File: src/isa_pkg.sv
package isa_pkg;

  typedef logic [4:0] reg_idx_t;

  // major opcodes, low 7 bits of the word
  localparam logic [6:0] OPC_OP     = 7'b0110011;
  localparam logic [6:0] OPC_LOAD   = 7'b0000011;
  localparam logic [6:0] OPC_STORE  = 7'b0100011;
  localparam logic [6:0] OPC_JUMP   = 7'b1101111;
  localparam logic [6:0] OPC_SYSTEM = 7'b1110011;

  // funct7 value that turns a register op into mul/div
  localparam logic [6:0] FUNCT7_MULDIV = 7'b0000001;

  // register-register view
  typedef struct packed {
    logic [6:0] funct7;
    reg_idx_t   rs2;
    reg_idx_t   rs1;
    logic [2:0] funct3;
    reg_idx_t   rd;
    logic [6:0] opcode;
  } isa_r_t;

  // immediate view, also used by jump and system
  typedef struct packed {
    logic [11:0] imm12;
    reg_idx_t    rs1;
    logic [2:0]  funct3;
    reg_idx_t    rd;
    logic [6:0]  opcode;
  } isa_i_t;

  typedef union packed {
    isa_r_t r;
    isa_i_t i;
  } isa_word_u;

  // ecall is a system op with a zero immediate
  function automatic logic is_ecall(isa_word_u w);
    return (w.i.opcode == OPC_SYSTEM) && (w.i.imm12 == 12'd0);
  endfunction

  function automatic logic is_muldiv(isa_word_u w);
    return (w.r.opcode == OPC_OP) && (w.r.funct7 == FUNCT7_MULDIV);
  endfunction

endpackage

File: src/pipe_pkg.sv
package pipe_pkg;
  import isa_pkg::*;

  // generated registers IF/ID, ID/EX, EX/MEM, MEM/WB
  localparam int NUM_STAGE_REGS = 4;
  // plus PC below and retire above
  localparam int NUM_CTRL_BITS = NUM_STAGE_REGS + 2;

  // bit positions inside a stall or flush vector
  localparam int STG_PC    = 0;
  localparam int STG_IFID  = 1;
  localparam int STG_IDEX  = 2;
  localparam int STG_EXMEM = 3;
  localparam int STG_MEMWB = 4;
  localparam int STG_RET   = 5;

  typedef logic [31:0] addr_t;

  typedef logic [NUM_CTRL_BITS-1:0] ctrl_vec_t;

  // one instruction in flight, 65 bits
  typedef struct packed {
    logic      valid;
    addr_t     pc;
    isa_word_u instr;
  } pipe_token_t;

endpackage

File: src/hazard_req_if.sv
`timescale 1ns/1ps

// hazard request strobes, plain levels valid within the cycle
interface hazard_req_if;

  // dmem not ready with a load/store in MEM
  logic mem_wait;
  // imem not ready at fetch
  logic if_wait;
  // ecall reached WB
  logic trap;
  // jump resolved in EX
  logic jump;
  // mul/div still busy in EX
  logic muldiv;
  // load in EX feeds the op in ID
  logic load_use;

  modport detector (
    output mem_wait, if_wait, trap, jump, muldiv, load_use
  );

  modport control (
    input mem_wait, if_wait, trap, jump, muldiv, load_use
  );

endinterface

File: src/fetch_unit.sv
`timescale 1ns/1ps

module fetch_unit
  import isa_pkg::*, pipe_pkg::*;
#(
  parameter addr_t RESET_PC    = 32'h0000_0000,
  parameter addr_t TRAP_VECTOR = 32'h0000_0100
) (
  input  logic        clk,
  input  logic        rst,
  input  logic        stall_i,
  output addr_t       imem_addr_o,
  input  logic [31:0] imem_rdata_i,
  input  logic        imem_ready_i,
  input  logic        jump_i,
  input  logic        trap_i,
  input  addr_t       jump_target_i,
  output pipe_token_t token_o
);

  addr_t pc_q;

  // next pc, trap beats jump beats stall
  always_ff @(posedge clk) begin
    if (rst) begin
      pc_q <= RESET_PC;
    end else if (trap_i) begin
      pc_q <= TRAP_VECTOR;
    end else if (jump_i) begin
      pc_q <= jump_target_i;
    end else if (!stall_i) begin
      // sequential fetch
      pc_q <= pc_q + 32'd4;
    end
  end

  // address goes out straight from the pc register
  assign imem_addr_o = pc_q;

  // IF token built from the same-cycle read data
  always_comb begin
    token_o.valid = imem_ready_i;
    token_o.pc    = pc_q;
    token_o.instr = isa_word_u'(imem_rdata_i);
  end

endmodule

File: src/hazard_detect.sv
`timescale 1ns/1ps

module hazard_detect
  import isa_pkg::*, pipe_pkg::*;
#(
  parameter int MULDIV_CYCLES = 3
) (
  input  logic           clk,
  input  logic           rst,
  input  pipe_token_t    id_tok_i,
  input  pipe_token_t    ex_tok_i,
  input  pipe_token_t    mem_tok_i,
  input  pipe_token_t    wb_tok_i,
  input  logic           imem_ready_i,
  input  logic           dmem_ready_i,
  output logic           dmem_req_o,
  output addr_t          jump_target_o,
  hazard_req_if.detector req
);

  localparam int CNT_W = $clog2(MULDIV_CYCLES + 1);

  isa_word_u id_w;
  isa_word_u ex_w;
  isa_word_u mem_w;
  logic [CNT_W-1:0] md_cnt;
  logic ex_load;
  logic ex_muldiv;
  logic mem_ls;
  logic id_rs2_used;
  logic rs_match;
  logic trap_c;
  logic jump_c;
  logic md_busy;
  logic md_leave;
  logic mem_wait_c;
  logic load_use_c;

  assign id_w  = id_tok_i.instr;
  assign ex_w  = ex_tok_i.instr;
  assign mem_w = mem_tok_i.instr;

  // ecall at WB, everything younger gets flushed
  assign trap_c = wb_tok_i.valid && is_ecall(wb_tok_i.instr);

  // jump resolves in EX
  assign jump_c = ex_tok_i.valid && (ex_w.i.opcode == OPC_JUMP);
  // target is pc + sext(imm12) << 1
  assign jump_target_o = ex_tok_i.pc + {{19{ex_w.i.imm12[11]}}, ex_w.i.imm12, 1'b0};

  // load/store in MEM, killed if an ecall ahead of it traps
  assign mem_ls     = mem_tok_i.valid &&
                      ((mem_w.i.opcode == OPC_LOAD) || (mem_w.r.opcode == OPC_STORE));
  assign dmem_req_o = mem_ls && !trap_c;
  assign mem_wait_c = dmem_req_o && !dmem_ready_i;

  // load-use, rs2 only counts for register ops and stores
  assign ex_load     = ex_tok_i.valid && (ex_w.i.opcode == OPC_LOAD) && (ex_w.i.rd != '0);
  assign id_rs2_used = (id_w.r.opcode == OPC_OP) || (id_w.r.opcode == OPC_STORE);
  assign rs_match    = (id_w.r.rs1 == ex_w.i.rd) ||
                       (id_rs2_used && (id_w.r.rs2 == ex_w.i.rd));
  assign load_use_c  = ex_load && id_tok_i.valid && rs_match;

  // mul/div holds EX until the counter hits MULDIV_CYCLES-1
  assign ex_muldiv = ex_tok_i.valid && is_muldiv(ex_w);
  assign md_busy   = ex_muldiv && (md_cnt != CNT_W'(MULDIV_CYCLES - 1));
  // op moves on once nothing holds EX, or dies on trap
  assign md_leave  = trap_c || (!md_busy && !mem_wait_c);

  always_ff @(posedge clk) begin
    if (rst) begin
      md_cnt <= '0;
    end else if (!ex_muldiv || md_leave) begin
      md_cnt <= '0;
    end else if (md_busy) begin
      md_cnt <= md_cnt + CNT_W'(1);
    end
  end

  assign req.mem_wait = mem_wait_c;
  assign req.trap     = trap_c;
  assign req.jump     = jump_c;
  assign req.muldiv   = md_busy;
  assign req.load_use = load_use_c;
  // imem wait only when no other request already owns PC and IF/ID
  assign req.if_wait  = !imem_ready_i && !(trap_c || jump_c || md_busy || load_use_c);

endmodule

File: src/hazard_pipe_top.sv
`timescale 1ns/1ps

module hazard_pipe_top
  import isa_pkg::*, pipe_pkg::*;
#(
  parameter addr_t RESET_PC      = 32'h0000_0000,
  parameter addr_t TRAP_VECTOR   = 32'h0000_0100,
  parameter int    MULDIV_CYCLES = 3
) (
  input  logic        clk,
  input  logic        rst,
  output addr_t       imem_addr_o,
  input  logic [31:0] imem_rdata_i,
  input  logic        imem_ready_i,
  output logic        dmem_req_o,
  input  logic        dmem_ready_i,
  output logic        retire_valid_o,
  output addr_t       retire_pc_o,
  output isa_word_u   retire_instr_o,
  output logic        trap_o,
  output logic [31:0] retire_count_o
);

  // index 0 is the IF token, k is the output of stage register k
  pipe_token_t stage_tok [NUM_STAGE_REGS+1];
  ctrl_vec_t   stall;
  ctrl_vec_t   flush;
  addr_t       jump_target;
  logic        redirect_jump;
  logic        redirect_trap;

  hazard_req_if hreq ();

  // redirect only when the encoder picked that request
  assign redirect_trap = hreq.trap && flush[STG_MEMWB] && flush[STG_IFID];
  assign redirect_jump = hreq.jump && flush[STG_IDEX] && !flush[STG_MEMWB];

  fetch_unit #(
    .RESET_PC    (RESET_PC),
    .TRAP_VECTOR (TRAP_VECTOR)
  ) u_fetch (
    .clk           (clk),
    .rst           (rst),
    .stall_i       (stall[STG_PC]),
    .imem_addr_o   (imem_addr_o),
    .imem_rdata_i  (imem_rdata_i),
    .imem_ready_i  (imem_ready_i),
    .jump_i        (redirect_jump),
    .trap_i        (redirect_trap),
    .jump_target_i (jump_target),
    .token_o       (stage_tok[0])
  );

  // IF/ID, ID/EX, EX/MEM, MEM/WB
  for (genvar i = 0; i < NUM_STAGE_REGS; i++) begin : g_stage
    stage_reg u_stage (
      .clk     (clk),
      .rst     (rst),
      .stall_i (stall[STG_IFID+i]),
      .flush_i (flush[STG_IFID+i]),
      .token_i (stage_tok[i]),
      .token_o (stage_tok[i+1])
    );
  end

  hazard_detect #(
    .MULDIV_CYCLES (MULDIV_CYCLES)
  ) u_detect (
    .clk           (clk),
    .rst           (rst),
    .id_tok_i      (stage_tok[STG_IFID]),
    .ex_tok_i      (stage_tok[STG_IDEX]),
    .mem_tok_i     (stage_tok[STG_EXMEM]),
    .wb_tok_i      (stage_tok[STG_MEMWB]),
    .imem_ready_i  (imem_ready_i),
    .dmem_ready_i  (dmem_ready_i),
    .dmem_req_o    (dmem_req_o),
    .jump_target_o (jump_target),
    .req           (hreq.detector)
  );

  pipeline_control u_ctrl (
    .req     (hreq.control),
    .stall_o (stall),
    .flush_o (flush)
  );

  retire_unit u_retire (
    .clk            (clk),
    .rst            (rst),
    .stall_i        (stall[STG_RET]),
    .flush_i        (flush[STG_RET]),
    .token_i        (stage_tok[NUM_STAGE_REGS]),
    .retire_valid_o (retire_valid_o),
    .retire_pc_o    (retire_pc_o),
    .retire_instr_o (retire_instr_o),
    .trap_o         (trap_o),
    .retire_count_o (retire_count_o)
  );

endmodule

File: src/pipeline_control.sv
`timescale 1ns/1ps

module pipeline_control
  import pipe_pkg::*;
(
  hazard_req_if.control req,
  output ctrl_vec_t     stall_o,
  output ctrl_vec_t     flush_o
);

  // bit order: retire, MEM/WB, EX/MEM, ID/EX, IF/ID, PC
  localparam ctrl_vec_t MEM_WAIT_STALL = 6'b001111;
  localparam ctrl_vec_t MEM_WAIT_FLUSH = 6'b010000;
  localparam ctrl_vec_t IF_WAIT_STALL  = 6'b000001;
  localparam ctrl_vec_t IF_WAIT_FLUSH  = 6'b000010;
  localparam ctrl_vec_t TRAP_STALL     = 6'b000000;
  localparam ctrl_vec_t TRAP_FLUSH     = 6'b011110;
  localparam ctrl_vec_t JUMP_STALL     = 6'b000010;
  localparam ctrl_vec_t JUMP_FLUSH     = 6'b000110;
  localparam ctrl_vec_t MULDIV_STALL   = 6'b000111;
  localparam ctrl_vec_t MULDIV_FLUSH   = 6'b001000;
  localparam ctrl_vec_t LOAD_USE_STALL = 6'b000011;
  localparam ctrl_vec_t LOAD_USE_FLUSH = 6'b000100;

  // later stage ranks higher
  always_comb begin
    if (req.mem_wait) begin
      // freeze up to EX/MEM, bubble into MEM/WB
      stall_o = MEM_WAIT_STALL;
      flush_o = MEM_WAIT_FLUSH;
    end else if (req.if_wait) begin
      stall_o = IF_WAIT_STALL;
      flush_o = IF_WAIT_FLUSH;
    end else if (req.trap) begin
      // drop all younger ops, ecall itself retires
      stall_o = TRAP_STALL;
      flush_o = TRAP_FLUSH;
    end else if (req.jump) begin
      // two wrong-path slots
      stall_o = JUMP_STALL;
      flush_o = JUMP_FLUSH;
    end else if (req.muldiv) begin
      stall_o = MULDIV_STALL;
      flush_o = MULDIV_FLUSH;
    end else if (req.load_use) begin
      // one bubble into EX
      stall_o = LOAD_USE_STALL;
      flush_o = LOAD_USE_FLUSH;
    end else begin
      stall_o = '0;
      flush_o = '0;
    end
  end

endmodule

File: src/retire_unit.sv
`timescale 1ns/1ps

module retire_unit
  import isa_pkg::*, pipe_pkg::*;
(
  input  logic        clk,
  input  logic        rst,
  input  logic        stall_i,
  input  logic        flush_i,
  input  pipe_token_t token_i,
  output logic        retire_valid_o,
  output addr_t       retire_pc_o,
  output isa_word_u   retire_instr_o,
  output logic        trap_o,
  output logic [31:0] retire_count_o
);

  pipe_token_t ret_tok;

  // retire register behaves like any other stage
  stage_reg u_ret_reg (
    .clk     (clk),
    .rst     (rst),
    .stall_i (stall_i),
    .flush_i (flush_i),
    .token_i (token_i),
    .token_o (ret_tok)
  );

  assign retire_valid_o = ret_tok.valid;
  assign retire_pc_o    = ret_tok.pc;
  assign retire_instr_o = ret_tok.instr;
  assign trap_o         = ret_tok.valid && is_ecall(ret_tok.instr);

  // count on capture so it moves with retire_valid_o
  always_ff @(posedge clk) begin
    if (rst) begin
      retire_count_o <= '0;
    end else if (token_i.valid && !stall_i && !flush_i) begin
      retire_count_o <= retire_count_o + 32'd1;
    end
  end

endmodule

File: src/stage_reg.sv
`timescale 1ns/1ps

module stage_reg
  import isa_pkg::*, pipe_pkg::*;
(
  input  logic        clk,
  input  logic        rst,
  input  logic        stall_i,
  input  logic        flush_i,
  input  pipe_token_t token_i,
  output pipe_token_t token_o
);

  logic      valid_q;
  addr_t     pc_q;
  isa_word_u instr_q;

  // flush turns the slot into a bubble, even when stalled
  always_ff @(posedge clk) begin
    if (rst || flush_i) begin
      valid_q <= 1'b0;
    end else if (!stall_i) begin
      valid_q <= token_i.valid;
    end
  end

  // payload only follows the hold
  always_ff @(posedge clk) begin
    if (!stall_i) begin
      pc_q    <= token_i.pc;
      instr_q <= token_i.instr;
    end
  end

  assign token_o = '{valid: valid_q, pc: pc_q, instr: instr_q};

endmodule

File: config.mk
export PLATFORM = sky130hd
export DESIGN_NAME = hazard_pipe_top
export DESIGN_NICKNAME = d
export VERILOG_FILES = /design/src/isa_pkg.sv /design/src/pipe_pkg.sv /design/src/hazard_req_if.sv /design/src/fetch_unit.sv /design/src/hazard_detect.sv /design/src/hazard_pipe_top.sv /design/src/pipeline_control.sv /design/src/retire_unit.sv /design/src/stage_reg.sv
export SDC_FILE = /design/constraint.sdc
export NUM_CORES = 1
export LEC_CHECK = 0
export ABC_CLOCK_PERIOD_IN_PS = 9900
export BUFFER_PORTS_ARGS = -buffer_cell sky130_fd_sc_hd__buf_2
export CELL_PAD_IN_SITES_DETAIL_PLACEMENT = 0
export CELL_PAD_IN_SITES_GLOBAL_PLACEMENT = 2
export CORE_MARGIN = 4
export CORE_UTILIZATION = 40
export CTS_CLUSTER_DIAMETER = 80
export CTS_CLUSTER_SIZE = 40
export DETAILED_ROUTE_END_ITERATION = 10
export MAX_ROUTING_LAYER = met4
export PLACE_DENSITY = 0.78
export REMOVE_ABC_BUFFERS = 1
export SLEW_MARGIN = 25
export SYNTH_ARGS = -nofsm -noshare
export SYNTH_HDL_FRONTEND = slang
export SYNTH_SLANG_ARGS = --single-unit
export TNS_END_PERCENT = 30
File: constraint.sdc
create_clock -name clk -period 9.9 [get_ports clk]
set_input_delay 2.475 -clock clk [delete_from_list [all_inputs] [get_ports clk]]
set_output_delay 2.475 -clock clk [all_outputs]
set_load 0.02 [all_outputs]
==> metrics <==
status=finished, final reports clean; cts hold-fix bufs=0; GRT Residual Overflow=0; post-route setup TNS=0 ps; Die Ht=192 microns; Hold Path Class=flop to flop; Port Buf Inserts=166; Setup Skew=24.8 ps; post-CTS setup buffers=0; CP Capture Type=output pin; post-route cell area=around 0.016 sq mm; CP max stage delay=around 500 ps; pin count of the biggest net entering global routing=47; clk root buf=clkbuf_16; Worst VDD drop=124 uV; setup violators final=0; Syn Area/Cell=about 13 sq um; R2R setup slack=6570 ps; critical path arrival=2080 ps; synth warn=0; Ports=167; Worst-Margin Slew=903 ps; vias in the first global route=7969; Leakage=0.00636 uW; fin. max-slew vios=0; Mapped Cells=1011; period utilization=between 40% and 50%; clk sink count=391; post-CTS sizing=0; CTS tree=built; initial core utilization=40.5%; vias per cell=between 4 and 5; Top FF cell, synth=dfxtp_1; Post-synth EDFFs=around 190; Worst EP required=around 7400 ps; DRC=0; WL per Instance=17.6 microns; Crit-path slowest cell=dfxtp_1; Crit Path Max Fanout=7; Placed Instances=1610; die area=0.0369 sq mm; #FFs+latches synth=391; vias=8125; Switching Share=22.8%; post-layout min period=4560 ps; # rows=67; unrepaired setup endpoints after global routing=false; Crit Path Category=flop to output pin; Seq. cell area=between 0.009 and 0.01 sq mm; crit-path cells=nor4b_1 -> and4_1 -> nor2_1 -> buf_2; drt pass-1 iters=4; Rel. slew slack=39.8%; FILL cells=3116; Startpoint Class=flop; 1st-iter DRT viols=571; GP Congestion=0.817; detailed placer's ending HPWL=20400 microns; sw power=around 640 uW; Flop pwr share=62.5%; first-pass GRT wire length=45200 microns; core area=approximately 0.034 sq mm; Max Cap Viol=0; ys async rst share=0%; initial antenna violation count=3; die width=192 microns; CTS buffer count=18; top achievable clock speed=0.219 GHz; Post-Route WL=28900 microns; post-layout net count=1252; Clk pwr share=34.5%; share of layout cells above drive strength 1=18.6%; Mapped Area=about 0.014 sq mm; final cell count without fillers=around 1.6k; Post-Place Cell Area=0.0150 sq mm; Synth cell types=63; Pint=roughly 2200 uW; combinational fraction of design power=3.0%; CTS max path bufs=3; PwrDens=179 mW/mm^2; total global-route track usage=15.9%; sequential share of the synthesized area=a little under three quarters; clock-pin slew on the worst setup and hold paths=130 ps; Area Growth Syn to Fin=15.3%; H-tree Lvls=1; final hold violations=0; area occupied by multi-input gates=0.00368 sq mm; Clock Latency Late Sink=about 540 ps; antenna viol nets, final=0
-- cells by family (layout without fill, tap and decap cells) --
logic type                 count (synthesis)  after routing  synth area share (%)
and+or+nand+nor                          286            286                  10.8
AOI/OAI and AO/OA                        189            189                  8.42
muxes                                      4              4                 0.295
DFF                                      391            391                  71.9
adders and majority gates                 34             34                  3.19
xor gates and xnor gates                  63             63                  4.07
buffers and inverters                     44            227                  1.33
other                                      0              1                     0
-- layout make-up --
class	count	area share, %
inverters	20	0.480
well taps	448	3.58
clock buffers	20	3.06
repair buffers	175	5.74
diodes	1	0.0160
clock inverters	12	1.30
flip-flops and latches	391	62.3
multi-input cells	576	23.5
-- layer usage --
layer	GRT usage (%)	part of all wire (%)	wire, microns	vias up
li1	-	-	-	4059
met1	22.9	49	14200	3875
met2	24.0	44	12800	158
met3	2.69	5.0	1440	33
met4	3.37	1.7	490	0
met5	-	0	0	-
-- worst paths after layout --
path | startpoint | end | cells after the start
max | g_stage[3].u_stage.valid_q | dmem_req_o | 4
min | g_stage[3].u_stage.pc_q[16] | u_retire.u_ret_reg.pc_q[16] | 0
max reg2reg | g_stage[1].u_stage.pc_q[1] | u_fetch.imem_addr_o[31] | 12
min reg2reg | g_stage[3].u_stage.pc_q[16] | u_retire.u_ret_reg.pc_q[16] | 0
-- synth_stat cells (all sizes together) (3+ instances only) --
| library cell | instances | share of area, % |
|---|---|---|
| a2111oi | 3 | 0.19 |
| and2 | 6 | 0.28 |
| a21oi | 69 | 2.6 |
| nor3 | 22 | 0.81 |
| nor2b | 5 | 0.23 |
| nand2b | 3 | 0.14 |
| or2 | 4 | 0.18 |
| xnor2 | 23 | 1.5 |
| nand4b | 6 | 0.39 |
| mux2i | 4 | 0.30 |
| nand3b | 6 | 0.33 |
| nor3b | 3 | 0.20 |
| ha | 33 | 3.0 |
| xor2 | 40 | 2.6 |
| o211ai | 8 | 0.44 |
| o21ai | 46 | 1.7 |
| and4 | 4 | 0.26 |
| a21o | 5 | 0.28 |
| nand4 | 24 | 1.2 |
| nand2 | 63 | 1.7 |
| inv | 20 | 0.55 |
| and3 | 11 | 0.51 |
| dfxtp | 199 | 29 |
| edfxtp | 192 | 42 |
| nor4 | 7 | 0.32 |
| o31ai | 3 | 0.17 |
| or3 | 8 | 0.37 |
| nand3 | 34 | 1.3 |
| a211oi | 13 | 0.72 |
| nor4b | 4 | 0.30 |
| a31oi | 17 | 0.78 |
| buf | 8 | 0.33 |
| clkbuf | 16 | 0.44 |
| nor2 | 71 | 2.0 |
| o21bai | 3 | 0.17 |
-- placed cells by master, fill, tap and decap left out, types with 4 or more instances in the layout --
cell and n:
a21oi_1 67, and2_1 6, dfxtp_1 199, nor4_1 7, nor2b_1 5, buf_2 166, buf_4 9, and4_1 4
or2_2 4, nand4_1 23, o21ai_0 45, a31oi_1 17, clkbuf_16 19, inv_1 19, a21o_1 5, nand3b_1 6
nand4b_1 6, a211oi_1 13, o211ai_1 8, ha_1 33, or3_1 8, mux2i_1 4, nor3_1 22, nor2_1 69
and3_1 11, xor2_1 40, nand2_1 63, edfxtp_1 192, nand3_1 34, xnor2_1 23
-- power by group through the flow --
stage | Sequential [uW] | Clock [uW] | Combinational [uW]
after floorplan | 1790 | 0 | 37.3
after global placement | 1790 | 0 | 83.5
after detailed placement | 1790 | 0 | 83.8
after CTS | 1750 | 1000 | 84.2
after global routing | 1760 | 1060 | 91.9
final | 1750 | 965 | 83.3
-- critical path: cells and delay by family, from the launching register on --
family	cells	cell delay (ps)
buffers and inverters	1	170
DFF	1	500
and+or+nand+nor	3	860
-- registers in the layout (all words and copies together), names as in the netlist, named ones only --
register                    count
u_retire.retire_count_o        32
u_retire.u_ret_reg.pc_q        32
u_fetch.imem_addr_o            30
u_retire.u_ret_reg.valid_q      1
g_stage.u_stage.valid_q         4
u_retire.u_ret_reg.instr_q     32
u_detect.md_cnt                 2
g_stage.u_stage.pc_q          128
g_stage.u_stage.instr_q       128
-- metrics by stage --
| step | setup slack, ps | hold slack, ps | total power (uW) | utilization [%] |
|---|---|---|---|---|
| floorplan | 1700 | 310 | 1830 | - |
| global placement | 5260 | 310 | 1870 | 44.6 |
| detailed placement | 5190 | 312 | 1870 | 44.6 |
| CTS | 5310 | 335 | 2840 | 46.6 |
| global route | 5120 | 336 | 2910 | 46.7 |
| finish | 5340 | 336 | 2800 | 46.7 |
(Power assumes the default switching activity.)
